<file path="config.mk">
export PLATFORM = sky130hd
export DESIGN_NAME = pixel_counter
export DESIGN_NICKNAME = d
export VERILOG_FILES = /design/src/design/img_pkg.sv /design/src/design/pixel_counter.sv
export SDC_FILE = /design/constraint.sdc
export NUM_CORES = 1
export LEC_CHECK = 0
export BUFFER_PORTS_ARGS = -buffer_cell sky130_fd_sc_hd__buf_2
export CORE_AREA = 10 10 63 65
export DETAILED_ROUTE_END_ITERATION = 10
export DIE_AREA = 0 0 73 75
export MAX_ROUTING_LAYER = met4
export PLACE_DENSITY = 0.71
export SLEW_MARGIN = 20
export SYNTH_ARGS = -nofsm -noshare
export SYNTH_HDL_FRONTEND = slang
export SYNTH_SLANG_ARGS = --single-unit
</file>
<file path="constraint.sdc">
create_clock -name clk -period 5.9 [get_ports clk]
set_input_delay 0.885 -clock clk [delete_from_list [all_inputs] [get_ports clk]]
set_output_delay 0.885 -clock clk [all_outputs]
set_load 0.05 [all_outputs]
</file>
<file path="src/design/img_pkg.sv">
package img_pkg;

    ////////////////////////////////////////////////////////////////////////////
    // widths

    typedef logic [23:0] pixel_t;
    typedef logic [10:0] coord_t;
    typedef logic [19:0] count_t;
    typedef logic [31:0] word_t;
    typedef logic [7:0]  fifo_level_t;
    typedef logic [2:0]  reg_addr_t;

    ////////////////////////////////////////////////////////////////////////////
    // host register map

    localparam reg_addr_t ADDR_STATUS = 3'd0;
    localparam reg_addr_t ADDR_MSG    = 3'd1;
    localparam reg_addr_t ADDR_ID     = 3'd2;
    localparam reg_addr_t ADDR_BBCOL  = 3'd3;

    // status bit 4 flushes the message FIFO on write
    localparam int FLUSH_BIT = 4;

    localparam word_t DEVICE_ID = 32'h1234_EEE2;

    ////////////////////////////////////////////////////////////////////////////
    // message and colour constants

    // ascii "RBB"
    localparam word_t  MSG_ID_WORD    = 32'h0052_4242;
    localparam int     MSG_WORDS      = 4;
    localparam pixel_t BB_COL_DEFAULT = 24'h00_ff_00;
    localparam pixel_t BRIGHT_COL     = 24'hff_00_00;

endpackage
</file>
<file path="src/design/pixel_counter.sv">
`timescale 1ns/1ns

module pixel_counter
    import img_pkg::*;
#(
    parameter int IMAGE_W = 640
) (
    input  logic       clk,
    input  logic       reset_n,
    input  logic       accept,
    input  logic       sop,
    input  logic       eop,
    input  logic [7:0] descriptor_blue,
    output coord_t     x,
    output coord_t     y,
    output logic       video_pkt,
    output logic       pixel_en,
    output logic       frame_end
);

    localparam coord_t X_LAST = coord_t'(IMAGE_W - 1);

    // the descriptor beat itself is never a pixel
    assign pixel_en  = accept & ~sop & video_pkt;

    // last picture beat of a video packet
    assign frame_end = pixel_en & eop;

    // x, y name the beat being accepted now
    always_ff @(posedge clk) begin
        if (!reset_n) begin
            x         <= '0;
            y         <= '0;
            video_pkt <= 1'b0;
        end else if (accept && sop) begin
            x         <= '0;
            y         <= '0;
            // video packet when the low nibble of blue is zero
            video_pkt <= (descriptor_blue[3:0] == 4'h0);
        end else if (pixel_en) begin
            if (x == X_LAST) begin
                x <= '0;
                y <= y + coord_t'(1);
            end else begin
                x <= x + coord_t'(1);
            end
        end
    end

endmodule

</file>
==> run_results.csv <==
group,metric,value,unit
outcome,status,"completed",
place,dp_cells,184,
floorplanning,die_w,73,µm
setup_path,cp-start-kind,"input port",
place,gp_congestion,0.7744,
power,p_leak,0.4976,nW
clock_network,h-tree-depth,1,
job,drv_cap,0,
drt,firstDrtPassIters,4,
drt,route.met2.wl,1209,µm
setup_path,crit_top_cell,"buf_2",
timing,drv_slew,0,
grt,grt_util_all_layers,0.09944,
yosys,syn-num-nets,139,
yosys,synth_top_area_cell,"dfxtp_1",
yosys,synth_top_area_frac,0.4314,
drt,drtIter0Drc,109,
clock_network,clkLatencyLatePin,0.32,ns
grt,grt_pass1_vias,1075,
hold_path,min-delay-start,"video_pkt",
yosys,synthArstFlopShare,0,
place,io_buffer_count,33,
setup_path,crit_type,"in -> out",
layout,final_common_cell,"buf_2",
yosys,syn_inst,124,
clock_network,clk_pin_slew,0.12,ns
setup_path,r2r_slack,3.65,ns
setup_path,rr_startpoint,"x[0]",
place,pre_cts_slack,2.951,ns
clock_network,ctsHoldBuffers,0,
yosys,synth.avg_cell_area,8.607,µm²
timing,finClkSkew,0.009449,ns
clock_network,cts_root_buffer,"clkbuf_4",
setup_path,crit_chain,"buf_2, nand3b_1, inv_1, and2_1, buf_2",
hold_path,holdPathEnd,"video_pkt",
drt,routed_wirelength,2640,µm
setup_path,required,5.02,ns
power,ir_worst_vdd,0.0001895,V
floorplanning,die_h,75,µm
layout,fin_cells,188,
layout,layout.nets,173,
yosys,yosysWarnings,0,
timing,setup_slack,2.946,ns
timing,period_needed,2.954,ns
setup_path,r2r-end,"y[8]",
drt,vias_per_cell,5.543,
hold_path,hold-path-cell-count,2,
timing,setup_viol,0,
yosys,synth-main-ff-cell,"dfxtp_1",
grt,grt_pass1_wl,4485,µm
power,power.density,186.5,nW/µm²
setup_path,end_kind,"output pin",
layout,n_antenna_cell,0,
clock_network,cts_tree,"built",
drt,met1_length,1209,µm
clock_network,cts_resized,0,
timing,max_clock_freq,0.3386,GHz
floorplanning,initial_core_util,0.3938,
setup_path,reg2reg_depth,5,
yosys,synthTopCellsByArea,"dfxtp_1 43%, xnor2_1 5.7%, a21oi_1 4.7%",
setup_path,arrival,2.07,ns
yosys,ys_ff_latch,23,
clock_network,cts_made_buffers,3,
timing,grt_setup_unrepaired,"no",
setup_path,cpPeakStageDelay,0.38,ns
clock_network,cts_buffer_depth,2,
timing,tightest_slew,0.4771,ns
drt,ant_nets,0,
timing,period_share,0.5006,
clock_network,post_cts_buffers,0,
layout,syn_to_final_growth,19.46,%
yosys,syn-cell-area,1067,µm²
clock_network,cts_sinks,23,
timing,finalHoldViolCount,0,
timing,finalSetupTns,0,ns
floorplanning,num_rows,19,
floorplanning,io_pins,38,
layout,final_cell_mix,"33 x buf_2, 23 x dfxtp_1, 11 x nor2_1",
timing,slew_headroom,0.6812,
setup_path,worstPathMaxFanout,11,
place,dp_hpwl,2009,µm
grt,grt_remaining_overflow,0,
drt,wire_per_inst,14.04,µm
hold_path,hold_path.class,"reg -> reg",
layout,drive_gt1_frac,0.2484,
grt,grt_max_degree,22,
setup_path,critPathSlowestCell,"nand3b_1",
yosys,synth_edf_count,0,
yosys,ys_types,30,
floorplanning,dieArea,5475,µm²
drt,drc,0,
yosys,yosysSeqAreaShare,0.4314,
grt,antenna_found_initial,0,
floorplanning,fp.coreArea,2710,µm²
drt,highest_layer,"met4",
drt,via_count,1042,
drt,dr_wl_met3,206,µm
[worst max-delay path by stage]
stage / to / from / depth (start not counted) / slack, ns
2_1_floorplan: frame_end / sop / 4 / 2.85
3_3_place_gp: frame_end / sop / 5 / 3.00
3_5_place_dp: frame_end / sop / 5 / 2.95
4_1_cts: frame_end / sop / 5 / 2.95
5_1_grt: frame_end / sop / 5 / 2.84
6_report: frame_end / sop / 5 / 2.95
[metal layers]
metal | vias to the layer above | track usage
met2 | 34 | 0.1719
li1 | 518 | -
met3 | 2 | 0.04336
met1 | 488 | 0.1047
met4 | 0 | 0.01477
met5 | - | -
[state kept, by name, summed over array words and instances, names as in the netlist]
signal,flops
video_pkt,1
y,11
x,11
[cells in the mapped netlist, types with 5 or more instances]
cell type / n
dfxtp_1: 23
nor2_1: 11
a21oi_1: 10
nand2_1: 10
nand4_1: 8
xnor2_1: 7
inv_1: 5
nand3_1: 5
o31ai_1: 5
or4_1: 5
[cell type report]
class | count | area (µm²)
Clock buffer | 3 | 22.52
Timing Repair Buffer | 33 | 165.2
Clock inverter | 1 | 5.005
Multi-Input combinational cell | 92 | 564.3
Tap cell | 31 | 38.79
Fill cell | 285 | 1435
Inverter | 5 | 18.77
Sequential cell | 23 | 460.4
[power by group]
part | switching (mW) | internal, mW
Clock | 0.0488 | 0.0254
Combinational | 0.00533 | 0.00288
Sequential | 0.0000696 | 0.155
[metrics by stage]
stage	hold WS (ns)	total power, mW	utilization	area, µm²
after floorplan	0.6820	0.1630	-	1067
after global placement	0.4595	0.1667	0.4603	1247
after detailed placement	0.4789	0.1672	0.4603	1247
after CTS	0.4967	0.2397	0.4705	1275
after global routing	0.5258	0.2471	0.4705	1275
final	0.4908	0.2378	0.4705	1275
[kinds of logic (layout without fill, tap and decap cells)]
group                      count (synthesis)  count (layout)  share of synthesized area
muxes                                      1               1                   0.009379
and+or+nand+nor                           57              57                     0.2896
xor gates and xnor gates                  10              10                    0.08207
adders and majority gates                  2               2                    0.02344
DFF                                       23              23                     0.4314
buffers and inverters                      9              42                    0.03985
AOI/OAI and AO/OA                         22              22                     0.1243
[critical path: cells and delay by family]
family | cells | cell delay (ns)
AND/OR/NAND/NOR | 2 | 0.53
buffers and inverters | 3 | 0.65
Note: power is estimated with default switching activity, not from simulation.
