<file path="src/design/img_pkg.sv">
package img_pkg;

    ////////////////////////////////////////////////////////////////////////////
    // widths

    typedef logic [23:0] pixel_t;
    typedef logic [10:0] coord_t;
    typedef logic [19:0] count_t;
    typedef logic [31:0] word_t;
    typedef logic [7:0]  fifo_level_t;
    typedef logic [2:0]  reg_addr_t;

    ////////////////////////////////////////////////////////////////////////////
    // host register map

    localparam reg_addr_t ADDR_STATUS = 3'd0;
    localparam reg_addr_t ADDR_MSG    = 3'd1;
    localparam reg_addr_t ADDR_ID     = 3'd2;
    localparam reg_addr_t ADDR_BBCOL  = 3'd3;

    // status bit 4 flushes the message FIFO on write
    localparam int FLUSH_BIT = 4;

    localparam word_t DEVICE_ID = 32'h1234_EEE2;

    ////////////////////////////////////////////////////////////////////////////
    // message and colour constants

    // ascii "RBB"
    localparam word_t  MSG_ID_WORD    = 32'h0052_4242;
    localparam int     MSG_WORDS      = 4;
    localparam pixel_t BB_COL_DEFAULT = 24'h00_ff_00;
    localparam pixel_t BRIGHT_COL     = 24'hff_00_00;

endpackage
</file>
<file path="src/design/overlay_mixer.sv">
`timescale 1ns/1ns

module overlay_mixer
    import img_pkg::*;
(
    input  logic   clk,
    input  logic   reset_n,
    input  pixel_t sink_data,
    input  logic   sink_valid,
    input  logic   sink_sop,
    input  logic   sink_eop,
    input  logic   overlay_mode,
    input  logic   pixel_en,
    input  coord_t x,
    input  coord_t y,
    input  coord_t left,
    input  coord_t right,
    input  coord_t top,
    input  coord_t bottom,
    input  pixel_t bb_col,
    output logic   bright,
    output logic   sink_ready,
    output pixel_t source_data,
    output logic   source_valid,
    output logic   source_sop,
    output logic   source_eop,
    input  logic   source_ready
);

    logic [7:0] red, green, blue, grey;
    logic       on_edge;
    logic       load;
    pixel_t     mixed;

    assign {red, green, blue} = sink_data;

    // max channel >= 128 is the same as any channel having bit 7 set
    assign bright  = red[7] | green[7] | blue[7];
    assign grey    = green[7:1] + red[7:2] + blue[7:2];
    assign on_edge = (x == left) | (x == right) | (y == top) | (y == bottom);

    always_comb begin
        mixed = sink_data;
        if (overlay_mode && pixel_en) begin
            if (on_edge) begin
                mixed = bb_col;
            end else if (bright) begin
                mixed = BRIGHT_COL;
            end else begin
                mixed = {grey, grey, grey};
            end
        end
    end

    // one-beat output register
    assign sink_ready = ~source_valid | source_ready;
    assign load       = sink_valid & sink_ready;

    always_ff @(posedge clk) begin
        if (!reset_n) begin
            source_valid <= 1'b0;
        end else if (sink_ready) begin
            source_valid <= sink_valid;
        end
    end

    always_ff @(posedge clk) begin
        if (load) begin
            source_data <= mixed;
            source_sop  <= sink_sop;
            source_eop  <= sink_eop;
        end
    end

endmodule

</file>
<file path="config.mk">
export PLATFORM = sky130hd
export DESIGN_NAME = overlay_mixer
export DESIGN_NICKNAME = d
export VERILOG_FILES = /design/src/design/img_pkg.sv /design/src/design/overlay_mixer.sv
export SDC_FILE = /design/constraint.sdc
export NUM_CORES = 1
export LEC_CHECK = 0
export BUFFER_PORTS_ARGS = -buffer_cell sky130_fd_sc_hd__buf_4
export CELL_PAD_IN_SITES_DETAIL_PLACEMENT = 0
export CELL_PAD_IN_SITES_GLOBAL_PLACEMENT = 2
export CORE_UTILIZATION = 25
export CTS_CLUSTER_DIAMETER = 40
export DETAILED_ROUTE_END_ITERATION = 10
export PLACE_DENSITY = 0.95
export SLEW_MARGIN = 20
export SYNTH_ARGS = -nofsm -noshare
export SYNTH_HDL_FRONTEND = slang
export SYNTH_SLANG_ARGS = --single-unit
</file>
<file path="constraint.sdc">
create_clock -name clk -period 6.8 [get_ports clk]
set_clock_uncertainty 0.1 [all_clocks]
set_input_delay 1.02 -clock clk [delete_from_list [all_inputs] [get_ports clk]]
set_output_delay 1.02 -clock clk [all_outputs]
set_load 0.03 [all_outputs]
</file>
==> results.toml <==
[drt]
drc = 0
drtIter0Drc = 31
first_pass_iters = 4
vias = 2022
routed_wl_mm = 6.25
ant_nets = 0
vias_per_cell = 4.56
wire_per_inst_um = 14.1

[yosys]
synth.most_common_cell = "xor2_1"
synthMuxAreaShare_pct = 2.80
yosysUniqueCellTypes = 32
ys.flop_type = "edfxtp_1"
synth_top_family_by_area = "XOR/XNOR gates"
syn_area_per_cell_um2 = 11.3
synthAdderAreaFrac_pct = 10.0
yosys.area_share.simple_pct = 13.4
async_flop_share_pct = 0
synth-compound-area-share_pct = 12.9
syn-instance-count = 190
synthTopCellsByCount = "47 x xor2_1, 26 x edfxtp_1, 16 x a221o_1"
yosysTopAreaCell = "edfxtp_1"
synth_xor_area_share_pct = 19.6
ys_seq_elements = 27
synth_area_leaders = "edfxtp_1 36%, xor2_1 19%, a221o_1 7.5%"
yosysWarnings = 0
syn_nets = 325
synth_edf_count = 26
yosys.area.top_type_share_pct = 36.4
ys_seq_area_share_pct = 37.3
syn-cell-area_um2 = 2150

[grt]
overflow = 0
grt_pass1_vias = 2093
grt_start_max_net_pins = 33
grt_pass1_wl_mm = 9.57
grt_use_total_pct = 13.7
antenna_found_initial = 0

[layout]
drive_above_1_share_pct = 47.3
diodes = 0
area_growth_pct = 57.6
final_nets = 474
fillers = 832

[timing]
finalCritPeriodShare_pct = 49.1
hold_viol_final = 0
slew_headroom_pct = 58.6
setup_viol = 0
timing.hold.ws_ns = 0.469
max_freq_mhz = 300
layout_min_cycle_time_ns = 3.34
tns_ns = 0
rsz0062_at_grt = "no"
final_max_slew_viol_count = 0
worstMarginPinSlew_ns = 0.619

[die]
die_area_um2 = 8960
core_um2 = 8260
die_x_um = 94.6
die_h_um = 94.6
start_util_pct = 26.0
num_rows = 33
io_pins = 151

[cts]
cts_resized = 0
cts_root_buffer = "clkbuf_8"
cts.clk_slew.worst_paths_ns = 0.11
clk_latency_ns = 0.27
cts_tree = "done"
htree_num_levels = 1
post_cts_buffers = 0
cts.path.max_buffers = 2
numClockSinks = 27
cts_buffers = 3
cts_hold_buf = 0

[worst_setup_path]
required_ns = 6.74
crit_buf_inv = 1
crit_arrival_ns = 3.27
crit_path_max_fanout = 2
crit_path_end_kind = "flop"
start_kind = "input pin"
cp_slowest_cell = "fa_1"
path_class = "input pin to flop"
crit_path_max_incr_delay_ns = 0.61
crit_chain = "buf_4 -> fa_1 -> ha_1 -> a21o_1 -> a311o_1 -> a21oi_1 -> xor2_1 -> nor3_1 -> a221o_1"
cp_top_family = "compound AO/OA/AOI/OAI gates"
rrSetupSlack_ns = 5.34

[status]
status = "finished, final reports clean"

[power_and_ir_drop]
ir_drop_mv = 0.0604
p_leak_nw = 1.51
powerDensity_nw_per_um2 = 146

[place]
port_buffers = 150
place_congestion = 0.701
hpwl_mm = 5.29

[job]
maxCapViolCount = 0

[hold_path]
hold_path_class = "flop to flop"
## stage by stage
step	std cells	setup slack, ns	power [mW]	utilization [%]	area, um^2
final	443	3.46	0.495	41.0	3380
after global routing	443	3.31	0.523	41.0	3380
after CTS	443	3.45	0.502	40.9	3380
after detailed placement	439	3.16	0.406	40.3	3330
after global placement	439	3.18	0.403	40.3	3330
after floorplan	190	3.42	0.308	-	2150
## state kept, by name (all words and copies together), names as in the netlist
signal and flops:
source_sop 1, source_valid 1, source_data 24, source_eop 1
## cells in the final DEF, fill, tap and decap left out, types with 2 or more instances in the layout
| cell | synthesis | final |
|---|---|---|
| a211oi_1 | 2 | 2 |
| a21o_1 | 2 | 2 |
| a21oi_1 | 6 | 6 |
| a221o_1 | 16 | 16 |
| and2_1 | 4 | 3 |
| buf_4 | 0 | 150 |
| clkbuf_8 | 1 | 3 |
| edfxtp_1 | 26 | 26 |
| fa_1 | 7 | 7 |
| ha_1 | 6 | 6 |
| inv_1 | 4 | 4 |
| mux2i_1 | 6 | 6 |
| nand2_1 | 13 | 13 |
| nand3_1 | 5 | 5 |
| nor2_1 | 3 | 3 |
| nor3_1 | 11 | 11 |
| nor4_1 | 9 | 9 |
| o21ai_1 | 6 | 6 |
| xor2_1 | 47 | 47 |
## cell type report
| cell class | count | area [um^2] | area share, % |
|---|---|---|---|
| clock inverter | 1 | 7.51 | 0.222 |
| timing repair buffer | 150 | 1130 | 33.3 |
| clock buffer | 3 | 41.3 | 1.22 |
| multi-input combinational | 153 | 1260 | 37.3 |
| tap | 105 | 131 | 3.88 |
| inverter | 4 | 15.0 | 0.444 |
| sequential | 27 | 801 | 23.7 |
## logic make-up after synthesis
| group | count (synthesis) |
|---|---|
| AO/OA/AOI/OAI | 35 |
| XOR/XNOR | 48 |
| adder cells (fa/ha/maj) | 13 |
| buffers and inverters | 10 |
| flip-flops | 27 |
| multiplexers | 6 |
| AND/OR/NAND/NOR | 51 |
## worst paths after layout
| path | from | endpoint | depth (start not counted) |
|---|---|---|---|
| setup / recovery | sink_data[4] | source_data[6] | 9 |
| hold / removal | source_valid | source_valid | 2 |
| setup reg to reg | source_valid | source_data[1] | 2 |
| hold reg to reg | source_valid | source_valid | 2 |
## worst register-to-register path, delay by kind of cell (launching register included)
family           cells  cell delay [ns]
flip-flops           1             0.33
AND/OR/NAND/NOR      2             0.66
## power by group
part	switching, mW	internal [mW]	leakage, nW	total [mW]
sequential	0.00330	0.197	0.262	0.200
combinational	0.0968	0.103	1.23	0.199
clock	0.0536	0.0416	0.0217	0.0952
## routing by layer
metal  wire length (um)  track usage [%]  share of wire, %  up-vias
met5                  0                0                 0        -
met4                 68             3.03               1.1        0
met3                500             2.58               8.0        4
met2               3400             27.1                54       84
met1               2290             14.8                37      927
li1                   -                -                 -     1007
Power figures use the tool's default switching activity.
