## config.mk

```make
export PLATFORM = sky130hd
export DESIGN_NAME = mm_regs
export DESIGN_NICKNAME = d
export VERILOG_FILES = /design/src/design/img_pkg.sv /design/src/design/mm_regs.sv
export SDC_FILE = /design/constraint.sdc
export NUM_CORES = 1
export LEC_CHECK = 0
export ABC_AREA = 1
export BUFFER_PORTS_ARGS = -buffer_cell sky130_fd_sc_hd__buf_2
export CORE_MARGIN = 4
export CORE_UTILIZATION = 42
export DETAILED_ROUTE_END_ITERATION = 7
export HOLD_SLACK_MARGIN = 0.1
export PLACE_DENSITY = 0.8
export SYNTH_ARGS = -nofsm -noshare
export SYNTH_HDL_FRONTEND = slang
export SYNTH_SLANG_ARGS = --single-unit
```

## constraint.sdc

```tcl
create_clock -name clk -period 1.1 [get_ports clk]
set_clock_uncertainty 0.15 [all_clocks]
set_input_delay 0.055 -clock clk [delete_from_list [all_inputs] [get_ports clk]]
set_output_delay 0.055 -clock clk [all_outputs]
set_load 0.02 [all_outputs]
```

## src/design/img_pkg.sv

```systemverilog
package img_pkg;

    ////////////////////////////////////////////////////////////////////////////
    // widths

    typedef logic [23:0] pixel_t;
    typedef logic [10:0] coord_t;
    typedef logic [19:0] count_t;
    typedef logic [31:0] word_t;
    typedef logic [7:0]  fifo_level_t;
    typedef logic [2:0]  reg_addr_t;

    ////////////////////////////////////////////////////////////////////////////
    // host register map

    localparam reg_addr_t ADDR_STATUS = 3'd0;
    localparam reg_addr_t ADDR_MSG    = 3'd1;
    localparam reg_addr_t ADDR_ID     = 3'd2;
    localparam reg_addr_t ADDR_BBCOL  = 3'd3;

    // status bit 4 flushes the message FIFO on write
    localparam int FLUSH_BIT = 4;

    localparam word_t DEVICE_ID = 32'h1234_EEE2;

    ////////////////////////////////////////////////////////////////////////////
    // message and colour constants

    // ascii "RBB"
    localparam word_t  MSG_ID_WORD    = 32'h0052_4242;
    localparam int     MSG_WORDS      = 4;
    localparam pixel_t BB_COL_DEFAULT = 24'h00_ff_00;
    localparam pixel_t BRIGHT_COL     = 24'hff_00_00;

endpackage
```

## src/design/mm_regs.sv

```systemverilog
`timescale 1ns/1ns

module mm_regs
    import img_pkg::*;
(
    input  logic        clk,
    input  logic        reset_n,
    input  logic        s_chipselect,
    input  logic        s_read,
    input  logic        s_write,
    input  reg_addr_t   s_address,
    input  word_t       s_writedata,
    output word_t       s_readdata,
    input  word_t       fifo_head,
    input  fifo_level_t fifo_level,
    input  logic        fifo_empty,
    output logic        fifo_rd,
    output logic        fifo_flush,
    output pixel_t      bb_col
);

    logic [7:0] reg_status;
    logic       rd_strobe;
    logic       wr_strobe;
    logic       rd_strobe_d;

    assign rd_strobe = s_chipselect & s_read;
    assign wr_strobe = s_chipselect & s_write;

    ////////////////////////////////////////////////////////////////////////////
    // writes

    always_ff @(posedge clk) begin
        if (!reset_n) begin
            reg_status <= '0;
            bb_col     <= BB_COL_DEFAULT;
        end else if (wr_strobe) begin
            if (s_address == ADDR_STATUS) begin
                reg_status <= s_writedata[7:0];
            end
            if (s_address == ADDR_BBCOL) begin
                bb_col <= s_writedata[23:0];
            end
        end
    end

    assign fifo_flush = wr_strobe & (s_address == ADDR_STATUS) & s_writedata[FLUSH_BIT];

    ////////////////////////////////////////////////////////////////////////////
    // reads

    // pop once per read strobe, on its first cycle
    assign fifo_rd = rd_strobe & ~rd_strobe_d & ~fifo_empty & (s_address == ADDR_MSG);

    always_ff @(posedge clk) begin
        if (!reset_n) begin
            s_readdata  <= '0;
            rd_strobe_d <= 1'b0;
        end else begin
            rd_strobe_d <= rd_strobe;
            if (rd_strobe) begin
                case (s_address)
                    ADDR_STATUS: s_readdata <= {16'b0, fifo_level, reg_status};
                    ADDR_MSG:    s_readdata <= fifo_head;
                    ADDR_ID:     s_readdata <= DEVICE_ID;
                    ADDR_BBCOL:  s_readdata <= {8'b0, bb_col};
                    default:     s_readdata <= '0;
                endcase
            end
        end
    end

endmodule

```

==> results.json <==
{
  "vdd_drop_max_mv": 0.826,
  "h-tree-depth": 3,
  "hold_path_class": "input port to flip-flop",
  "fin_crit_ns": 1.15,
  "layout_commonest_cell": "buf_2",
  "crit_type": "flip-flop to primary output",
  "seq_area_frac_synth_pct": 45.2,
  "status": "complete, but fails checks",
  "power.switching_mw": 1.42,
  "leakagePower_nw": 2.17,
  "period_share_pct": 104,
  "clock_latency_ns": 0.33,
  "final-setup-viol-count": 2,
  "hold_viol_final": 9,
  "routed_via_density": 5.61,
  "place.gp.congestion": 0.916,
  "vias": 3840,
  "p_seq_share_pct": 43.2,
  "fin_cells": 685,
  "drv_slew": 0,
  "drv_cap": 0,
  "grt_pass1_wl_mm": 18.3,
  "grt_remaining_overflow": 0,
  "rsz0062_at_grt": "true",
  "layout_setup_ws_ns": -0.0494,
  "fmax_ghz": 0.870,
  "rows": 29,
  "drtPass1Iterations": 7,
  "coreArea_mm2": 0.00649,
  "placedCellCount": 601,
  "syn-num-nets": 481,
  "io_pins": 139,
  "path_max_fanout": 1,
  "grt_max_degree": 39,
  "tightestPinTransition_ns": 0.288,
  "die_area_mm2": 0.00825,
  "yosysWarnings": 0,
  "pwr-share-comb_pct": 16.7,
  "place_ws_ns": -0.126,
  "numCtsBuffers": 9,
  "final_cell_mix": "buf_2 (105), nand2_1 (103), dlygate4sd3_1 (65)",
  "holdWs_ns": -0.0900,
  "cts_buffer_depth": 2,
  "drc": 0,
  "cts_tree": "done",
  "place.port_buffers": 130,
  "internal_power_mw": 4.28,
  "area_delta_synth_final_pct": 62.1,
  "avgRoutedWirePerCell_um": 17.6,
  "start_util_pct": 44.4,
  "syn-mean-instance-area_um2": 7.20,
  "wirelength_mm": 12.1,
  "synth.area.top_cells": "dfxtp_1 (45%), nand2_1 (13%), nand3_1 (9.7%), a21oi_1 (6.9%), o21ai_0 (5.2%)",
  "violations": "negative hold slack, negative setup slack",
  "p_per_area_mw_per_mm2": 1220,
  "fin_nets": 683,
  "hpwlAfterDp_mm": 6.73,
  "ant_nets": 0,
  "synth_top_area_share_pct": 45.2,
  "endpoint_kind": "primary output",
  "ys_ff_latch": 65,
  "max_slew_margin_pct": 80.6,
  "clkTransAtPathRegs_ns": 0.07,
  "power_frac_clock_pct": 40.1,
  "grt_pass1_vias": 3600,
  "grt_use_total_pct": 28.0,
  "yosysTopAreaCell": "dfxtp_1",
  "cts-root-buf": "clkbuf_8",
  "drt_iter0_drc": 553,
  "die_h_um": 90.8,
  "syn_area_mm2": 0.00288,
  "die_x_um": 90.8,
  "required_ns": 0.89,
  "arrival_ns": 0.94,
  "synth_cells": 400,
  "swShare_pct": 24.9,
  "worstSetupStartpointType": "flip-flop",
  "antenna_found_initial": 1,
  "synth.distinct_cells": 23,
  "cts_sinks": 65,
  "drive_gt1_share_pct": 32.9
}
==> sequential cells by signal, summed over array words and instances (netlist names) <==
| signal | count |
|---|---|
| rd_strobe_d | 1 |
| bb_col | 24 |
| reg_status | 8 |
| s_readdata | 32 |
==> cell usage after synthesis <==
master / n
inv_2: 2
o21ai_0: 30
nand3_1: 56
nand2_1: 103
o21ai_1: 12
nor2_1: 33
nor2_4: 1
nor4_1: 1
nor2_2: 1
nor2_8: 1
nand2_4: 2
buf_4: 6
nand4_1: 7
buf_2: 12
nand2_2: 1
nand3_2: 1
inv_1: 12
inv_4: 2
buf_6: 5
dfxtp_1: 65
a21oi_1: 40
buf_1: 3
clkbuf_1: 4
==> through the flow <==
| step | power (mW) | setup TNS (ns) | instance area (µm²) | util (%) |
|---|---|---|---|---|
| after floorplan | 2.89 | 0 | 2900 | - |
| after global placement | 3.18 | -1.17 | 3690 | 56.8 |
| after detailed placement | 3.20 | -2.56 | 3690 | 56.8 |
| after CTS | 5.61 | -0.0561 | 4580 | 70.6 |
| after global routing | 5.87 | -0.165 | 4670 | 71.9 |
| final | 5.70 | -0.0551 | 4670 | 71.9 |
==> cell type report <==
type / instances / area (µm²)
inverters: 16 / 70.1
flip-flops and latches: 65 / 1320
clock inverters: 2 / 60.1
multi-input cells: 289 / 1350
fillers: 428 / 1820
clock buffers: 14 / 163
repair buffers: 221 / 1610
diodes: 1 / 2.50
well taps: 77 / 96.3
==> kinds of logic (layout without fill, tap and decap cells) <==
logic type      after synthesis  count (layout)  share of synthesized area (%)
simple gates                207             207                           31.8
compound gates               82              82                           14.2
flops                        65              65                           45.2
buf+inv                      46             253                           8.77
other cells                   0               1                              0
==> power by group through the flow <==
stage                     clock [mW]  sequential, mW  combinational, mW
after floorplan                    0            2.57              0.314
after global placement             0            2.51              0.677
after detailed placement           0            2.51              0.689
after CTS                       2.28            2.46              0.877
after global routing            2.39            2.47               1.01
final                           2.28            2.46              0.951
==> critical path: stages, from the launching register on <==
cell and delay [ns]:
dfxtp_2 0.33, nor4_4 0.11, buf_4 0.17
==> final timing paths <==
kind	from	end	slack, ns	cells past startpoint
max	rd_strobe_d$_SDFF_PN0_	fifo_rd	-0.05	2
min	reset_n	bb_col[0]$_SDFFE_PN0P_	-0.09	3
max reg2reg	bb_col[13]$_SDFFE_PN1P_	s_readdata[13]$_SDFFE_PN0N_	0	4
min reg2reg	reg_status[1]$_SDFFE_PN0P_	reg_status[1]$_SDFFE_PN0P_	0.30	2
==> timing repair <==
action | 4_1_cts | 5_1_grt
endpoints found under the setup margin | 10 | 33
buffers inserted | 1 | 1
hold buffers | 64 | 1
resized for setup | 12 | 38
hold endpoints to repair | 65 | 15
pin swaps | 2 | 2
==> per-layer routing <==
metal  vias to the layer above  wire length, µm  track usage [%]
met5                         -                0                0
met3                        99             1040             6.00
met1                      1703             4510             33.5
met2                       303             5530             43.6
met4                         0              976             21.2
li1                       1735                -                -
No activity file was read; power rests on OpenSTA's default activity.
