<file path="src/design/img_pkg.sv">
package img_pkg;

    ////////////////////////////////////////////////////////////////////////////
    // widths

    typedef logic [23:0] pixel_t;
    typedef logic [10:0] coord_t;
    typedef logic [19:0] count_t;
    typedef logic [31:0] word_t;
    typedef logic [7:0]  fifo_level_t;
    typedef logic [2:0]  reg_addr_t;

    ////////////////////////////////////////////////////////////////////////////
    // host register map

    localparam reg_addr_t ADDR_STATUS = 3'd0;
    localparam reg_addr_t ADDR_MSG    = 3'd1;
    localparam reg_addr_t ADDR_ID     = 3'd2;
    localparam reg_addr_t ADDR_BBCOL  = 3'd3;

    // status bit 4 flushes the message FIFO on write
    localparam int FLUSH_BIT = 4;

    localparam word_t DEVICE_ID = 32'h1234_EEE2;

    ////////////////////////////////////////////////////////////////////////////
    // message and colour constants

    // ascii "RBB"
    localparam word_t  MSG_ID_WORD    = 32'h0052_4242;
    localparam int     MSG_WORDS      = 4;
    localparam pixel_t BB_COL_DEFAULT = 24'h00_ff_00;
    localparam pixel_t BRIGHT_COL     = 24'hff_00_00;

endpackage
</file>
<file path="src/design/msg_writer.sv">
`timescale 1ns/1ns

module msg_writer
    import img_pkg::*;
#(
    parameter int MSG_INTERVAL = 30,
    parameter int FIFO_DEPTH   = 255
) (
    input  logic        clk,
    input  logic        reset_n,
    input  logic        frame_end,
    input  coord_t      left,
    input  coord_t      right,
    input  coord_t      top,
    input  coord_t      bottom,
    input  count_t      bright_count,
    input  fifo_level_t fifo_level,
    output logic        fifo_wr,
    output word_t       fifo_data
);

    localparam int CNT_W = $clog2(MSG_INTERVAL + 1);

    typedef enum logic [2:0] {
        ST_IDLE,
        ST_ID,
        ST_CENTRE,
        ST_SIZE,
        ST_COUNT
    } state_t;

    state_t           state;
    logic [CNT_W-1:0] frame_cnt;
    logic             room;
    logic             start;
    logic [11:0]      sum_x, sum_y;
    coord_t           width, height;

    // room for a whole message
    assign room  = fifo_level <= fifo_level_t'(FIFO_DEPTH - MSG_WORDS);
    assign start = frame_end && (frame_cnt == '0) && room && (state == ST_IDLE);

    // countdown waits at zero until a message fits
    always_ff @(posedge clk) begin
        if (!reset_n) begin
            frame_cnt <= '0;
        end else if (start) begin
            frame_cnt <= CNT_W'(MSG_INTERVAL - 1);
        end else if (frame_end && frame_cnt != '0) begin
            frame_cnt <= frame_cnt - CNT_W'(1);
        end
    end

    always_ff @(posedge clk) begin
        if (!reset_n) begin
            state <= ST_IDLE;
        end else begin
            case (state)
                ST_IDLE: begin
                    if (start) begin
                        state <= ST_ID;
                    end
                end
                ST_ID:     state <= ST_CENTRE;
                ST_CENTRE: state <= ST_SIZE;
                ST_SIZE:   state <= ST_COUNT;
                default:   state <= ST_IDLE;
            endcase
        end
    end

    ////////////////////////////////////////////////////////////////////////////
    // message words

    assign sum_x  = {1'b0, left} + {1'b0, right};
    assign sum_y  = {1'b0, top} + {1'b0, bottom};
    assign width  = right - left;
    assign height = bottom - top;

    assign fifo_wr = (state != ST_IDLE);

    always_comb begin
        case (state)
            ST_ID:     fifo_data = MSG_ID_WORD;
            ST_CENTRE: fifo_data = {5'b0, sum_x[11:1], 5'b0, sum_y[11:1]};
            ST_SIZE:   fifo_data = {5'b0, height, 5'b0, width};
            ST_COUNT:  fifo_data = {12'b0, bright_count};
            default:   fifo_data = '0;
        endcase
    end

endmodule

</file>
<file path="config.mk">
export PLATFORM = sky130hd
export DESIGN_NAME = msg_writer
export DESIGN_NICKNAME = d
export VERILOG_FILES = /design/src/design/img_pkg.sv /design/src/design/msg_writer.sv
export SDC_FILE = /design/constraint.sdc
export NUM_CORES = 1
export LEC_CHECK = 0
export BUFFER_PORTS_ARGS = -buffer_cell sky130_fd_sc_hd__buf_2
export CORE_ASPECT_RATIO = 0.5
export CORE_MARGIN = 2
export CORE_UTILIZATION = 51
export CTS_BUF_LIST = sky130_fd_sc_hd__clkbuf_2
export CTS_CLUSTER_DIAMETER = 80
export CTS_CLUSTER_SIZE = 12
export DETAILED_ROUTE_END_ITERATION = 8
export PLACE_DENSITY = 0.87
export SLEW_MARGIN = 20
export SYNTH_ARGS = -nofsm -noshare
export SYNTH_HDL_FRONTEND = slang
export SYNTH_SLANG_ARGS = --single-unit
</file>
<file path="constraint.sdc">
create_clock -name clk -period 3 [get_ports clk]
set_clock_uncertainty 0.15 [all_clocks]
set_input_delay 0.3 -clock clk [delete_from_list [all_inputs] [get_ports clk]]
set_output_delay 0.3 -clock clk [all_outputs]
set_load 0.01 [all_outputs]
</file>
==> reports/results.env <==
STATUS='complete, no violations'
REQUIRED_TIME_AT_THE_ENDPOINT_OF_THE_CRITICAL_PATH_NS=2.55
POSTCTSSETUPBUFFERS=0
H-TREE-DEPTH=1
DRT-PASS1-ITER-COUNT=5
POST_SYNTH_INSTANCE_AREA_UM2=2710
DIE_H_UM=55.6
TIMING_WORST_SLEW_PIN_VALUE_NS=1.01
FINAL.MIN_CLOCK_PERIOD_NS=2.85
CRIT-REG2REG-LAUNCH='state[0]'
CRITICAL_PATH.MOST_COMMON_CELL='buf_2'
GRT.TOTAL_USAGE_PCT=22.4
START_UTIL_PCT=54.0
YS_SEQ_ELEMENTS=8
CTS_ROOT_BUFFER='clkbuf_2'
HOLD_PATH.CLASS='input pin to flop'
CLKTRANSATPATHREGS_NS=0.07
TIMING.MAX_SLEW.REL_SLACK_PCT=32.8
SLOWEST_DELAY_NS=0.43
TRITONCTS.NUM_BUFFERS=3
SETUP.WORST_PATH.END_CLASS='primary output'
WIRE_PER_INST_UM=13.0
WORSTPATHMAXFANOUT=3
ASYNCSETRESETFLOPFRACSYNTH_PCT=0
FINALPOWER_W=0.00131
MAXSLEWVIOLCOUNT=0
PLACED_CELLS=536
WORST_R2R_PATH_DEPTH=4
SYNTHCELLS=381
CRIT_PATH_START='left[0]'
COREAREA_UM2=5020
P_LEAK_nW=1.69
SYNTH_AREA_PER_CELL_UM2=7.12
SETUP_VIOL=0
SYNTH-WARNING-COUNT=0
OVERFLOW_AFTER_GRT=0
SYNTH_TOP_FLOP_CELL='dfxtp_1'
LARGEST_BUFFER_COUNT_ON_ANY_CLOCK_PATH=2
TRITONCTS_CLOCK_TREE='done'
DRT.ANTENNA.VIOLATING_NETS=0
FIN_NETS=593
YS_TYPES=60
VIA_COUNT_OF_THE_ROUTED_DESIGN=2927
GLOBAL_ROUTE_WIRE_LENGTH_BEFORE_REPAIR_UM=11100
SYN2LAYOUT_AREA_GROWTH_PCT=20.4
VIAS_PER_CELL=5.43
PLACE.PORT_BUFFERS=100
ANTENNADIODECOUNT=0
DRIVE_ABOVE_1_SHARE_PCT=25.4
CRITICAL_PATH_BUF_INV_COUNT=2
MAXCAPVIOLCOUNT=0
CRITICAL_PATH_ARRIVAL_NS=2.40
CRITICALPATHCATEGORY='input pin to primary output'
NON_FILLER_INSTANCES=539
REGTOREGSETUPSLACK_NS=1.27
CORE.ROWCOUNT=18
TOTALNEGATIVESETUPSLACK_NS=0
CTS.HOLD.BUFFERS_ADDED=0
DRT_ITER0_DRC=243
SYNTH_AREA_LEADERS='ha_1 20%, xnor2_1 6.8%, dfxtp_1 5.9%, nor2_1 5.4%, a21oi_1 5.0%'
LAYOUT_WORST_PATH_CYCLE_SHARE_PCT=95.1
CRIT_PATH_START_KIND='input pin'
GRT_MAX_DEGREE=16
INSERTION_DELAY_NS=0.24
SYNTH_EDF_COUNT=0
MIN_FROM='reset_n'
POWER.DENSITY_nW_PER_UM2=402
CRITICAL_PATH.TOP_DELAY_FAMILY='adder cells'
DETAIL_ROUTE.DRC_VIOLATIONS=0
DESIGN.DIE.AREA_UM2=5950
SYNTH_TOP_CELL_AREA_SHARE_PCT=19.8
CTSRESIZECOUNT=0
YOSYSMOSTFREQUENTCELL='ha_1'
IOS=108
CTS_SINKS=8
SYNTH_SEQUENTIAL_AREA_RATIO_PCT=5.90
TIMING.FINAL.HOLD_VIOLATIONS=0
PLACE_HPWL_UM=5900
SYNTH.LARGEST_AREA_CELL='ha_1'
WORST-PATH-STAGES=10
DIE_W_UM=107
VIAS_IN_THE_FIRST_GLOBAL_ROUTE=2520
CP-ENDPOINT='fifo_data[25]'
TOTAL_WIRELENGTH_UM=7020
TIMING.FMAX_MHz=351
UNREPAIRED_SETUP_ENDPOINTS_AFTER_GLOBAL_ROUTING='false'
GLOBALPLACE.CONGESTION=0.869
PEAKVDDDROP_mV=0.287
SYNTHTOPCELLSBYCOUNT='43 x ha_1, 39 x nor2_1, 36 x inv_1'
CRIT_CHAIN='buf_2 > ha_1 > fa_1 > nand2b_4 > a221oi_2 > o41a_1 > or3_1 > a31oi_1 > nand3_1 > buf_2'
CRIT_PATH_TOP_DELAY_CELL='fa_1'
NUMBER_OF_ANTENNA_VIOLATIONS_AT_THE_FIRST_CHECK_IN_GLOBAL_ROUTING=0
WORST_R2R_ENDPOINT='frame_cnt[1]'
layer usage:
metal,vias to the layer above,global-route usage (%),share of wire [%]
met4,0,2.78,0.51
li1,1503,-,-
met5,-,0,0
met1,1329,32.1,46
met3,5,1.52,7.4
met2,90,37.8,46
placed cells by master (no fill, tap or decap), drive strengths merged, types with 2 or more instances in the layout:
cell type / synthesis / final
buf: 12 / 108
ha: 43 / 43
nor2: 39 / 39
inv: 36 / 36
a21oi: 27 / 27
xnor2: 21 / 21
o21ai: 19 / 19
nand2: 16 / 16
nor2b: 14 / 14
nor3: 12 / 12
xor2: 11 / 11
dfxtp: 8 / 8
a21o: 6 / 6
o21bai: 6 / 6
a22oi: 6 / 6
nand3: 6 / 6
o22ai: 6 / 6
or3: 5 / 5
and2: 5 / 5
conb: 1 / 5
nand2b: 5 / 5
a211oi: 5 / 5
nor3b: 4 / 4
a31oi: 4 / 4
a21boi: 4 / 4
fa: 4 / 4
o221ai: 4 / 4
a22o: 3 / 3
clkbuf: 15 / 3
o41ai: 2 / 2
nor4b: 2 / 2
mux2i: 2 / 2
nand3b: 2 / 2
a221o: 2 / 2
a311oi: 2 / 2
and3: 2 / 2
or2: 2 / 2
a221oi: 2 / 2
o31ai: 2 / 2
where the power goes:
group / internal [W] / total [W] / switching (W)
clock network: 0.0000272 / 0.0000628 / 0.0000356
logic: 0.000466 / 0.00106 / 0.000593
registers: 0.000145 / 0.000190 / 0.0000455
sequential cells by signal, summed over array words and instances, names as in the netlist:
name and cells:
frame_cnt 5, state 3
worst min path at each step:
| stage | end | cells after the start |
|---|---|---|
| 6_report | frame_cnt[0] | 2 |
| 5_1_grt | frame_cnt[0] | 2 |
| 4_1_cts | frame_cnt[0] | 2 |
| 3_5_place_dp | frame_cnt[4] | 2 |
| 3_3_place_gp | frame_cnt[4] | 2 |
| 2_1_floorplan | frame_cnt[1] | 1 |
stage by stage:
stage	hold WS (ns)	setup slack (ns)	util, %	instance area, µm²
6_report	0.209	0.148	65.0	3270
5_1_grt	0.192	0.0116	65.0	3270
4_1_cts	0.197	0.142	64.8	3250
3_5_place_dp	0.346	0.154	64.5	3240
3_3_place_gp	0.334	0.177	64.5	3240
2_1_floorplan	0.296	0.513	-	2730
layout make-up:
class                           count  area, µm²
Multi-Input combinational cell    314       2310
Timing Repair Buffer              108        561
Fill cell                         449       1760
Tap cell                           70       87.6
Inverter                           36        135
Clock buffer                        3       15.0
Sequential cell                     8        160
worst reg2reg max path, cell delays in order, from the launching register on:
cell and delay [ns]:
dfxtp_1 0.46, buf_4 0.26, or3_1 0.38, nand2b_1 0.20
and3_1 0.19
logic make-up (layout without fill, tap and decap cells):
family	Yosys count	count (layout)	synth area share [%]
AO/OA/AOI/OAI	110	110	27.7
AND/OR/NAND/NOR	118	118	22.4
XOR/XNOR	32	32	10.3
buffers and inverters	63	147	10.0
multiplexers	2	2	0.738
other	1	5	0.138
adder cells (fa/ha/maj)	47	47	22.8
flip-flops	8	8	5.90
Power figures use the tool's default switching activity.
