[src/design/img_pkg.sv]
package img_pkg;

    ////////////////////////////////////////////////////////////////////////////
    // widths

    typedef logic [23:0] pixel_t;
    typedef logic [10:0] coord_t;
    typedef logic [19:0] count_t;
    typedef logic [31:0] word_t;
    typedef logic [7:0]  fifo_level_t;
    typedef logic [2:0]  reg_addr_t;

    ////////////////////////////////////////////////////////////////////////////
    // host register map

    localparam reg_addr_t ADDR_STATUS = 3'd0;
    localparam reg_addr_t ADDR_MSG    = 3'd1;
    localparam reg_addr_t ADDR_ID     = 3'd2;
    localparam reg_addr_t ADDR_BBCOL  = 3'd3;

    // status bit 4 flushes the message FIFO on write
    localparam int FLUSH_BIT = 4;

    localparam word_t DEVICE_ID = 32'h1234_EEE2;

    ////////////////////////////////////////////////////////////////////////////
    // message and colour constants

    // ascii "RBB"
    localparam word_t  MSG_ID_WORD    = 32'h0052_4242;
    localparam int     MSG_WORDS      = 4;
    localparam pixel_t BB_COL_DEFAULT = 24'h00_ff_00;
    localparam pixel_t BRIGHT_COL     = 24'hff_00_00;

endpackage
[src/design/box_tracker.sv]
`timescale 1ns/1ns

module box_tracker
    import img_pkg::*;
#(
    parameter int IMAGE_W = 640,
    parameter int IMAGE_H = 480
) (
    input  logic   clk,
    input  logic   reset_n,
    input  logic   accept,
    input  logic   sop,
    input  logic   pixel_en,
    input  logic   bright,
    input  logic   frame_end,
    input  coord_t x,
    input  coord_t y,
    output coord_t left,
    output coord_t right,
    output coord_t top,
    output coord_t bottom,
    output count_t bright_count
);

    localparam coord_t X_LAST = coord_t'(IMAGE_W - 1);
    localparam coord_t Y_LAST = coord_t'(IMAGE_H - 1);

    coord_t x_min, x_max, y_min, y_max;
    count_t count;
    coord_t x_min_nxt, x_max_nxt, y_min_nxt, y_max_nxt;
    count_t count_nxt;
    logic   hit;

    assign hit = pixel_en & bright;

    // running extremes including the current beat
    assign x_min_nxt = (hit && x < x_min) ? x : x_min;
    assign x_max_nxt = (hit && x > x_max) ? x : x_max;
    assign y_min_nxt = (hit && y < y_min) ? y : y_min;
    assign y_max_nxt = (hit && y > y_max) ? y : y_max;
    assign count_nxt = hit ? count + count_t'(1) : count;

    always_ff @(posedge clk) begin
        if (!reset_n || (accept && sop)) begin
            x_min <= X_LAST;
            x_max <= '0;
            y_min <= Y_LAST;
            y_max <= '0;
            count <= '0;
        end else begin
            x_min <= x_min_nxt;
            x_max <= x_max_nxt;
            y_min <= y_min_nxt;
            y_max <= y_max_nxt;
            count <= count_nxt;
        end
    end

    // box of the finished frame, the eop pixel is counted too
    always_ff @(posedge clk) begin
        if (!reset_n) begin
            left         <= X_LAST;
            right        <= '0;
            top          <= Y_LAST;
            bottom       <= '0;
            bright_count <= '0;
        end else if (frame_end) begin
            left         <= x_min_nxt;
            right        <= x_max_nxt;
            top          <= y_min_nxt;
            bottom       <= y_max_nxt;
            bright_count <= count_nxt;
        end
    end

endmodule

[config.mk]
export PLATFORM = sky130hd
export DESIGN_NAME = box_tracker
export DESIGN_NICKNAME = d
export VERILOG_FILES = /design/src/design/img_pkg.sv /design/src/design/box_tracker.sv
export SDC_FILE = /design/constraint.sdc
export NUM_CORES = 1
export LEC_CHECK = 0
export ABC_AREA = 0
export BUFFER_PORTS_ARGS = -buffer_cell sky130_fd_sc_hd__buf_2
export CAP_MARGIN = 20
export CORE_UTILIZATION = 51
export DETAILED_ROUTE_END_ITERATION = 6
export PLACE_DENSITY = 0.77
export SETUP_SLACK_MARGIN = 0.1
export SLEW_MARGIN = 20
export SYNTH_ARGS = -nofsm -noshare
export SYNTH_HDL_FRONTEND = slang
export SYNTH_SLANG_ARGS = --single-unit
export TNS_END_PERCENT = 5
[constraint.sdc]
create_clock -name clk -period 2.2 [get_ports clk]
set_input_delay 0.11 -clock clk [delete_from_list [all_inputs] [get_ports clk]]
set_output_delay 0.11 -clock clk [all_outputs]
set_load 0.02 [all_outputs]
==> results of run 1 <==
-- power by group through the flow --
stage	combinational, mW	clock (mW)	sequential (mW)
5_1_grt	0.761	3.41	2.46
4_1_cts	0.633	3.29	2.45
6_report	0.693	3.27	2.45
2_1_floorplan	0.348	0	2.56
3_3_place_gp	0.603	0	2.49
3_5_place_dp	0.622	0	2.50
-- critical path: cells and delay by family (launching register included) --
family                   cells  cell delay (ps)
buffers and inverters        2              250
flip-flops                   1              350
multiplexers                 1              250
AO/OA/AOI/OAI                4              830
adder cells (fa/ha/maj)      1              290
-- Yosys cell counts (11+ instances only) --
cell        n  area share, %
nand4_1    11            1.2
ha_1       43            9.2
nor3b_1    22            2.8
o21ai_0    40            3.4
clkbuf_1   29            1.9
a311oi_1   25            3.7
inv_1      65            4.2
xor2_1     13            1.9
a211oi_1   15            1.9
mux2i_1    48            8.2
dfxtp_1   128             44
nor2_1     95            6.1
nand2_1    38            2.4
a21oi_1    33            2.8
-- worst paths after layout --
path	to	slack (ps)	cells past startpoint
max	left[2]	90	8
min reg2reg	bright_count[18]	470	2
max reg2reg	left[2]	90	8
min	y_min[10]	10	3
-- state kept, by name (all words and copies together), names as in the netlist --
signal,cells
left,11
bottom,11
x_min,11
x_max,11
right,11
bright_count,20
y_min,11
top,11
y_max,11
count,20
-- layer usage --
metal | track usage [%] | vias up | part of all wire, %
li1 | - | 2457 | -
met1 | 28.4 | 2376 | 43
met2 | 40.8 | 135 | 49
met3 | 6.11 | 24 | 5.3
met4 | 10.9 | 0 | 2.1
met5 | 0 | - | 0
-- through the flow --
stage / total power, mW / worst slack [ps] / hold slack, ps / util [%]
2_1_floorplan: 2.91 / 39.3 / 247 / -
3_3_place_gp: 3.10 / 168 / 420 / 58.8
3_5_place_dp: 3.12 / 106 / 431 / 58.8
4_1_cts: 6.37 / 122 / 4.02 / 65.4
5_1_grt: 6.63 / 14.8 / 10.8 / 67.6
6_report: 6.42 / 86.5 / 9.94 / 67.6
-- area by class of cell --
type | count | area share [%]
flip-flops and latches | 128 | 34.5
multi-input cells | 429 | 41.4
well taps | 140 | 2.35
repair buffers | 110 | 9.12
clock inverters | 10 | 2.72
inverters | 65 | 3.27
clock buffers | 22 | 6.62
-- what timing repair did --
action | 4_1_cts | 5_1_grt
cloned | 0 | 4
pin swaps | 4 | 9
resized for setup | 6 | 38
hold buffers | 0 | 0
setup endpoints to repair | 9 | 60
setup buffers | 0 | 1
-- logic make-up (layout without fill, tap and decap cells) --
| logic type | after synthesis | in the layout | share of synthesized area (%) |
|---|---|---|---|
| simple gates | 187 | 187 | 14.6 |
| buf+inv | 102 | 207 | 6.78 |
| xor+xnor | 19 | 19 | 2.83 |
| compound gates | 132 | 132 | 14.8 |
| fa+ha+maj | 43 | 43 | 9.16 |
| flops | 128 | 128 | 43.6 |
| mux | 48 | 48 | 8.18 |
==> results.py, run 1 <==
metrics = {
    "power_and_ir_drop": {
        "p_sw_share_pct": 22.9,
        "clockPowerShare_pct": 51.0,
        "p_int_mw": 4.95,
        "p_per_area_nw_per_um2": 860,
        "p_comb_share_pct": 10.8,
        "p_switching_mw": 1.47,
        "p_leak_nw": 3.24,
        "pwr-share-seq_pct": 38.2,
        "ir_worst_vdd_mv": 0.480,
    },
    "placement": {
        "numPortBuffers": 92,
        "hpwl_mm": 9.34,
        "place_congestion": 0.854,
        "dp.cells": 867,
        "post_dp_cell_area_sq_um": 6480,
    },
    "setup_path": {
        "crit_chain": "inv_1, ha_1, a21o_2, a21o_2, a221oi_4, buf_12, mux2i_2, a21oi_1",
        "rr_startpoint": "x_min[8]",
        "slowest_stage": "dfxtp_2",
        "endpoint_kind": "register",
        "cpMostUsedCell": "a21o_2",
        "cp_max_fo": 8,
        "crit_path_start": "x_min[8]",
        "worstSetupStartpointType": "register",
        "critPathArrivalTime_ps": 2380,
        "worstPathRequired_ps": 2470,
        "cpPeakStageDelay_ps": 350,
        "critPathKind": "reg2reg",
    },
    "finish": {
        "fillerInstances": 848,
        "area_growth_pct": 27.1,
        "drive_above_1_share_pct": 24.5,
        "fin_cells": 904,
        "diodes": 0,
        "fin_nets": 823,
        "regArea_sq_um": 2580,
        "multiInputGateArea_sq_um": 3090,
        "mostFrequentLayoutCells": "dfxtp_1, nor2_1, buf_2, inv_1, mux2i_1",
        "final_area_sq_um": 7460,
        "final_common_cell": "dfxtp_1",
    },
    "min_path": {
        "hp-class": "in2reg",
        "worstHoldStart": "y[10]",
    },
    "detailed_routing": {
        "dr.pass1.iters": 4,
        "ant_nets": 0,
        "wl_mm": 14.3,
        "post-route-drc-count": 0,
        "vias_per_cell": 5.52,
        "vias": 4992,
        "drtIter0Drc": 286,
        "wl_per_cell_microns": 15.8,
    },
    "logic_synthesis": {
        "netlist_instances": 659,
        "syn_area_per_cell_sq_um": 8.91,
        "ys_warn_count": 0,
        "ys_seq_area_share_pct": 43.6,
        "async_flop_share_pct": 0,
        "synth_edf_count": 0,
        "yosys.cell_types.count": 37,
        "synth_top_flop_cell": "dfxtp_1",
        "synth_nets": 731,
        "synth_area_sq_um": 5870,
        "ys_seq_elements": 128,
    },
    "grt": {
        "grt_pass1_wl_mm": 22.0,
        "track_usage_pct": 24.0,
        "grt_overflow": 0,
        "antenna_found_initial": 0,
        "grt_pass1_vias": 4780,
        "grt_max_degree": 73,
    },
    "sta": {
        "skew_ps": 13.1,
        "setup_viol": 0,
        "finalHoldViolCount": 0,
        "rsz0062_at_grt": "yes",
        "finalMaxSlewViolations": 0,
        "fin_crit_ps": 2110,
        "worst_slew_pin_slew_ps": 872,
        "slew_headroom_pct": 41.8,
        "finalCritPeriodShare_pct": 96.1,
        "fmax_mhz": 473,
        "fin_setup_tns_ps": 0,
    },
    "die": {
        "die_h_microns": 109,
        "die_w_microns": 109,
        "rows": 38,
        "initial_core_util_pct": 53.2,
        "fp.dieArea_sq_um": 11900,
        "coreArea_sq_um": 11000,
        "ios": 93,
    },
    "cts": {
        "cts_buffers": 17,
        "cts_max_level": 4,
        "clock_path_buffers": 2,
        "clock-root-buffer": "clkbuf_16",
        "clk_transition_reported_paths_ps": 60,
        "clock_latency_ps": 420,
        "cts_tree": "done",
        "cts.sinks": 128,
    },
    "flow_run": {
        "cap_violations": 0,
    },
    "run_status": {
        "status": "finished, final reports clean",
    },
}
No activity file was read; power rests on OpenSTA's default activity.
==> inputs of run 2 (changes only) <==
--- a/config.mk
+++ b/config.mk
@@ -5,12 +5,12 @@
 export SDC_FILE = /design/constraint.sdc
 export NUM_CORES = 1
 export LEC_CHECK = 0
-export ABC_AREA = 0
+export ABC_AREA = 1
 export BUFFER_PORTS_ARGS = -buffer_cell sky130_fd_sc_hd__buf_2
 export CAP_MARGIN = 20
-export CORE_UTILIZATION = 51
+export CORE_UTILIZATION = 30
 export DETAILED_ROUTE_END_ITERATION = 6
-export PLACE_DENSITY = 0.77
+export PLACE_DENSITY = 0.48
 export SETUP_SLACK_MARGIN = 0.1
 export SLEW_MARGIN = 20
 export SYNTH_ARGS = -nofsm -noshare
==> constraint.sdc (replaced) <==
create_clock -name clk -period 2.38 [get_ports clk]
set_input_delay 0.119 -clock clk [delete_from_list [all_inputs] [get_ports clk]]
set_output_delay 0.119 -clock clk [all_outputs]
set_load 0.02 [all_outputs]
==> run 2 against run 1 <==
Net effect: wire length is 11% higher; maximum frequency is 13% higher; die area is 80% higher; sequential power is 7% lower; worst hold slack better by 29 ps; synthesized cell count is 34% higher; synthesized area is 6.9% higher; clock power is 20% lower; critical path type unchanged; largest cell class unchanged; highest routed layer unchanged.
==> results.py, run 2 <==
metrics = {
    "run_status": {
        "status": "finished, final reports clean",
    },
    "sta": {
        "slew_headroom_pct": 56.1,
        "worst_slack_ps": 503,
        "fin_crit_ps": 1880,
        "fin_setup_tns_ps": 0,
        "rsz0062_at_grt": "no",
        "finalCritPeriodShare_pct": 78.8,
        "whs_ps": 38.5,
        "worst_slew_pin_slew_ps": 653,
        "setup_viol": 0,
        "finalMaxSlewViolations": 0,
        "finalHoldViolCount": 0,
        "skew_ps": 9.99,
        "fmax_mhz": 533,
    },
    "logic_synthesis": {
        "synth_area_sq_um": 6270,
        "synth_edf_count": 0,
        "synth_largest_area_cell": "dfxtp_1",
        "netlist_instances": 883,
        "ys_warn_count": 0,
        "ys_seq_area_share_pct": 40.8,
        "synth_area_leaders": "dfxtp_1, nand2_1, ha_1, inv_1, nor2_1",
        "yosys.cell_types.count": 28,
        "ys_seq_elements": 128,
        "synth.top_cell.area_share_pct": 40.8,
        "synthTopCellsByCount": "nand2_1, dfxtp_1, inv_1, nor2_1, nand3_1",
        "async_flop_share_pct": 0,
        "yosysMostFrequentCell": "nand2_1",
        "syn_area_per_cell_sq_um": 7.11,
        "synth_nets": 955,
        "synth_top_flop_cell": "dfxtp_1",
    },
    "power_and_ir_drop": {
        "ir_worst_vdd_mv": 0.410,
        "p_per_area_nw_per_um2": 737,
        "p_leak_nw": 3.84,
    },
    "detailed_routing": {
        "dr.pass1.iters": 4,
        "wl_per_cell_microns": 12.7,
        "wl_met3_microns": 601,
        "wl_met2_mm": 7.15,
        "drtIter0Drc": 218,
        "wl_mm": 15.9,
        "vias": 5511,
        "post-route-drc-count": 0,
        "vias_per_cell": 4.38,
        "wl_met1_mm": 8.04,
        "ant_nets": 0,
        "dr.max_layer_used": "met4",
    },
    "setup_path": {
        "cpPeakStageDelay_ps": 330,
        "rrSetupSlack_ps": 500,
        "critPathArrivalTime_ps": 2250,
        "worstSetupStartpointType": "register",
        "slowest_stage": "nand2_1",
        "cpMostUsedCell": "nand2_1",
        "worstPathRequired_ps": 2750,
        "cp_max_fo": 11,
        "path_buf_inv": 3,
        "critPathKind": "reg2reg",
        "path_delay_family": "simple AND/OR/NAND/NOR gates",
        "crit_chain": "inv_1, ha_1, nand2_1, nor2_1, nand2_1, o21ai_0, inv_1, nand2_1, nand2_1, nand3_1, nand2_1, inv_1",
        "endpoint_kind": "register",
    },
    "cts": {
        "clock-root-buffer": "clkbuf_16",
        "cts_max_level": 4,
        "cts_tree": "done",
        "clock_latency_ps": 430,
        "cts_buffers": 17,
        "clk_transition_reported_paths_ps": 60,
        "cts.sinks": 128,
        "clock_path_buffers": 2,
        "ctsResizeCount": 0,
    },
    "min_path": {
        "hp-class": "in2reg",
    },
    "grt": {
        "antenna_found_initial": 0,
        "grt_overflow": 0,
        "track_usage_pct": 15.7,
        "grt_max_degree": 51,
        "grt_pass1_vias": 5309,
        "grt_pass1_wl_mm": 26.5,
    },
    "placement": {
        "place_congestion": 0.783,
        "dp.cells": 1224,
        "post_dp_cell_area_sq_um": 7020,
        "pre_cts_slack_ps": 480,
        "numPortBuffers": 92,
        "hpwl_mm": 11.3,
    },
    "flow_run": {
        "cap_violations": 0,
    },
    "finish": {
        "diodes": 0,
        "fin_cells": 1257,
        "drive_above_1_share_pct": 16.4,
        "fin_nets": 1046,
        "final_area_sq_um": 7610,
        "reg_top3": "bright_count (20), count (20)",
        "mostFrequentLayoutCells": "nand2_1, dfxtp_1, inv_1, nor2_1, buf_2",
        "area_growth_pct": 21.3,
        "final_common_cell": "nand2_1",
    },
    "die": {
        "initial_core_util_pct": 30.8,
        "die_h_microns": 147,
        "coreArea_sq_um": 20400,
        "ios": 93,
        "die_w_microns": 147,
        "fp.dieArea_sq_um": 21500,
        "rows": 52,
    },
}
## run 2: cell count changes after synthesis, moves of 14 or more
| cell | before | now |
|---|---|---|
| a211oi_1 | 15 | 0 |
| a21oi_1 | 33 | 71 |
| a311oi_1 | 25 | 0 |
| inv_1 | 65 | 127 |
| mux2i_1 | 48 | 0 |
| nand2_1 | 38 | 215 |
| nand3_1 | 7 | 73 |
| nor3b_1 | 22 | 0 |
| o21ai_0 | 40 | 20 |
| o21ai_2 | 0 | 14 |
## run 2: cell families (layout without fill, tap and decap cells)
| logic type | count (synthesis) | count (layout) | share of synthesized area (%) |
|---|---|---|---|
| AND/OR/NAND/NOR | 428 | 428 | 29.0 |
| buffers and inverters | 165 | 269 | 10.5 |
| flip-flops | 128 | 128 | 40.8 |
| AO/OA/AOI/OAI | 108 | 108 | 9.59 |
| adder cells (fa/ha/maj) | 43 | 43 | 8.57 |
| XOR/XNOR | 11 | 11 | 1.54 |
## run 2: path summary, 6_finish.rpt
| path | endpoint | cells past startpoint | start |
|---|---|---|---|
| worst max-delay path | bottom[1] | 12 | y_max[10] |
| worst min-delay path | y_max[0] | 3 | y[0] |
| worst max register to register | bottom[1] | 12 | y_max[10] |
| worst min register to register | left[9] | 2 | left[9] |
## run 2: layer usage
metal,global-route usage (%),vias up
met4,4.27,0
met1,21.0,2456
met3,3.88,12
met5,0,-
met2,24.9,81
li1,-,2962
## run 2: cell type report
type                    instances  area [sq um]
fillers                      2228         12800
multi-input cells             590          3050
flip-flops and latches        128          2560
repair buffers                107           591
inverters                     130           488
clock buffers                  18           439
well taps                     270           338
clock inverters                14           143
## run 2: timing repair
item                                   CTS  global route
setup buffers                            0             0
hold buffers                             1             0
endpoints found under the hold margin    1             0
## run 2: worst reg2reg max path: stages, from the launching register on
cell and delay [ps]:
dfxtp_1 320, inv_1 40, ha_1 280, nand2_1 80
nor2_1 130, nand2_1 80, o21ai_0 160, inv_1 70
nand2_1 330, nand2_1 130, nand3_1 100, nand2_1 60
inv_1 40
## run 2: stage by stage
stage                     total power [mW]  util, %
after CTS                             5.71     37.4
after detailed placement              3.07     34.5
final                                 5.61     37.4
after global routing                  5.90     37.4
after floorplan                       2.83        -
after global placement                3.07     34.5
## run 2: report_power, final
part | switching, mW | internal, mW | total (mW)
Sequential | 0.0485 | 2.24 | 2.29
Clock | 1.10 | 1.50 | 2.60
Combinational | 0.474 | 0.252 | 0.726
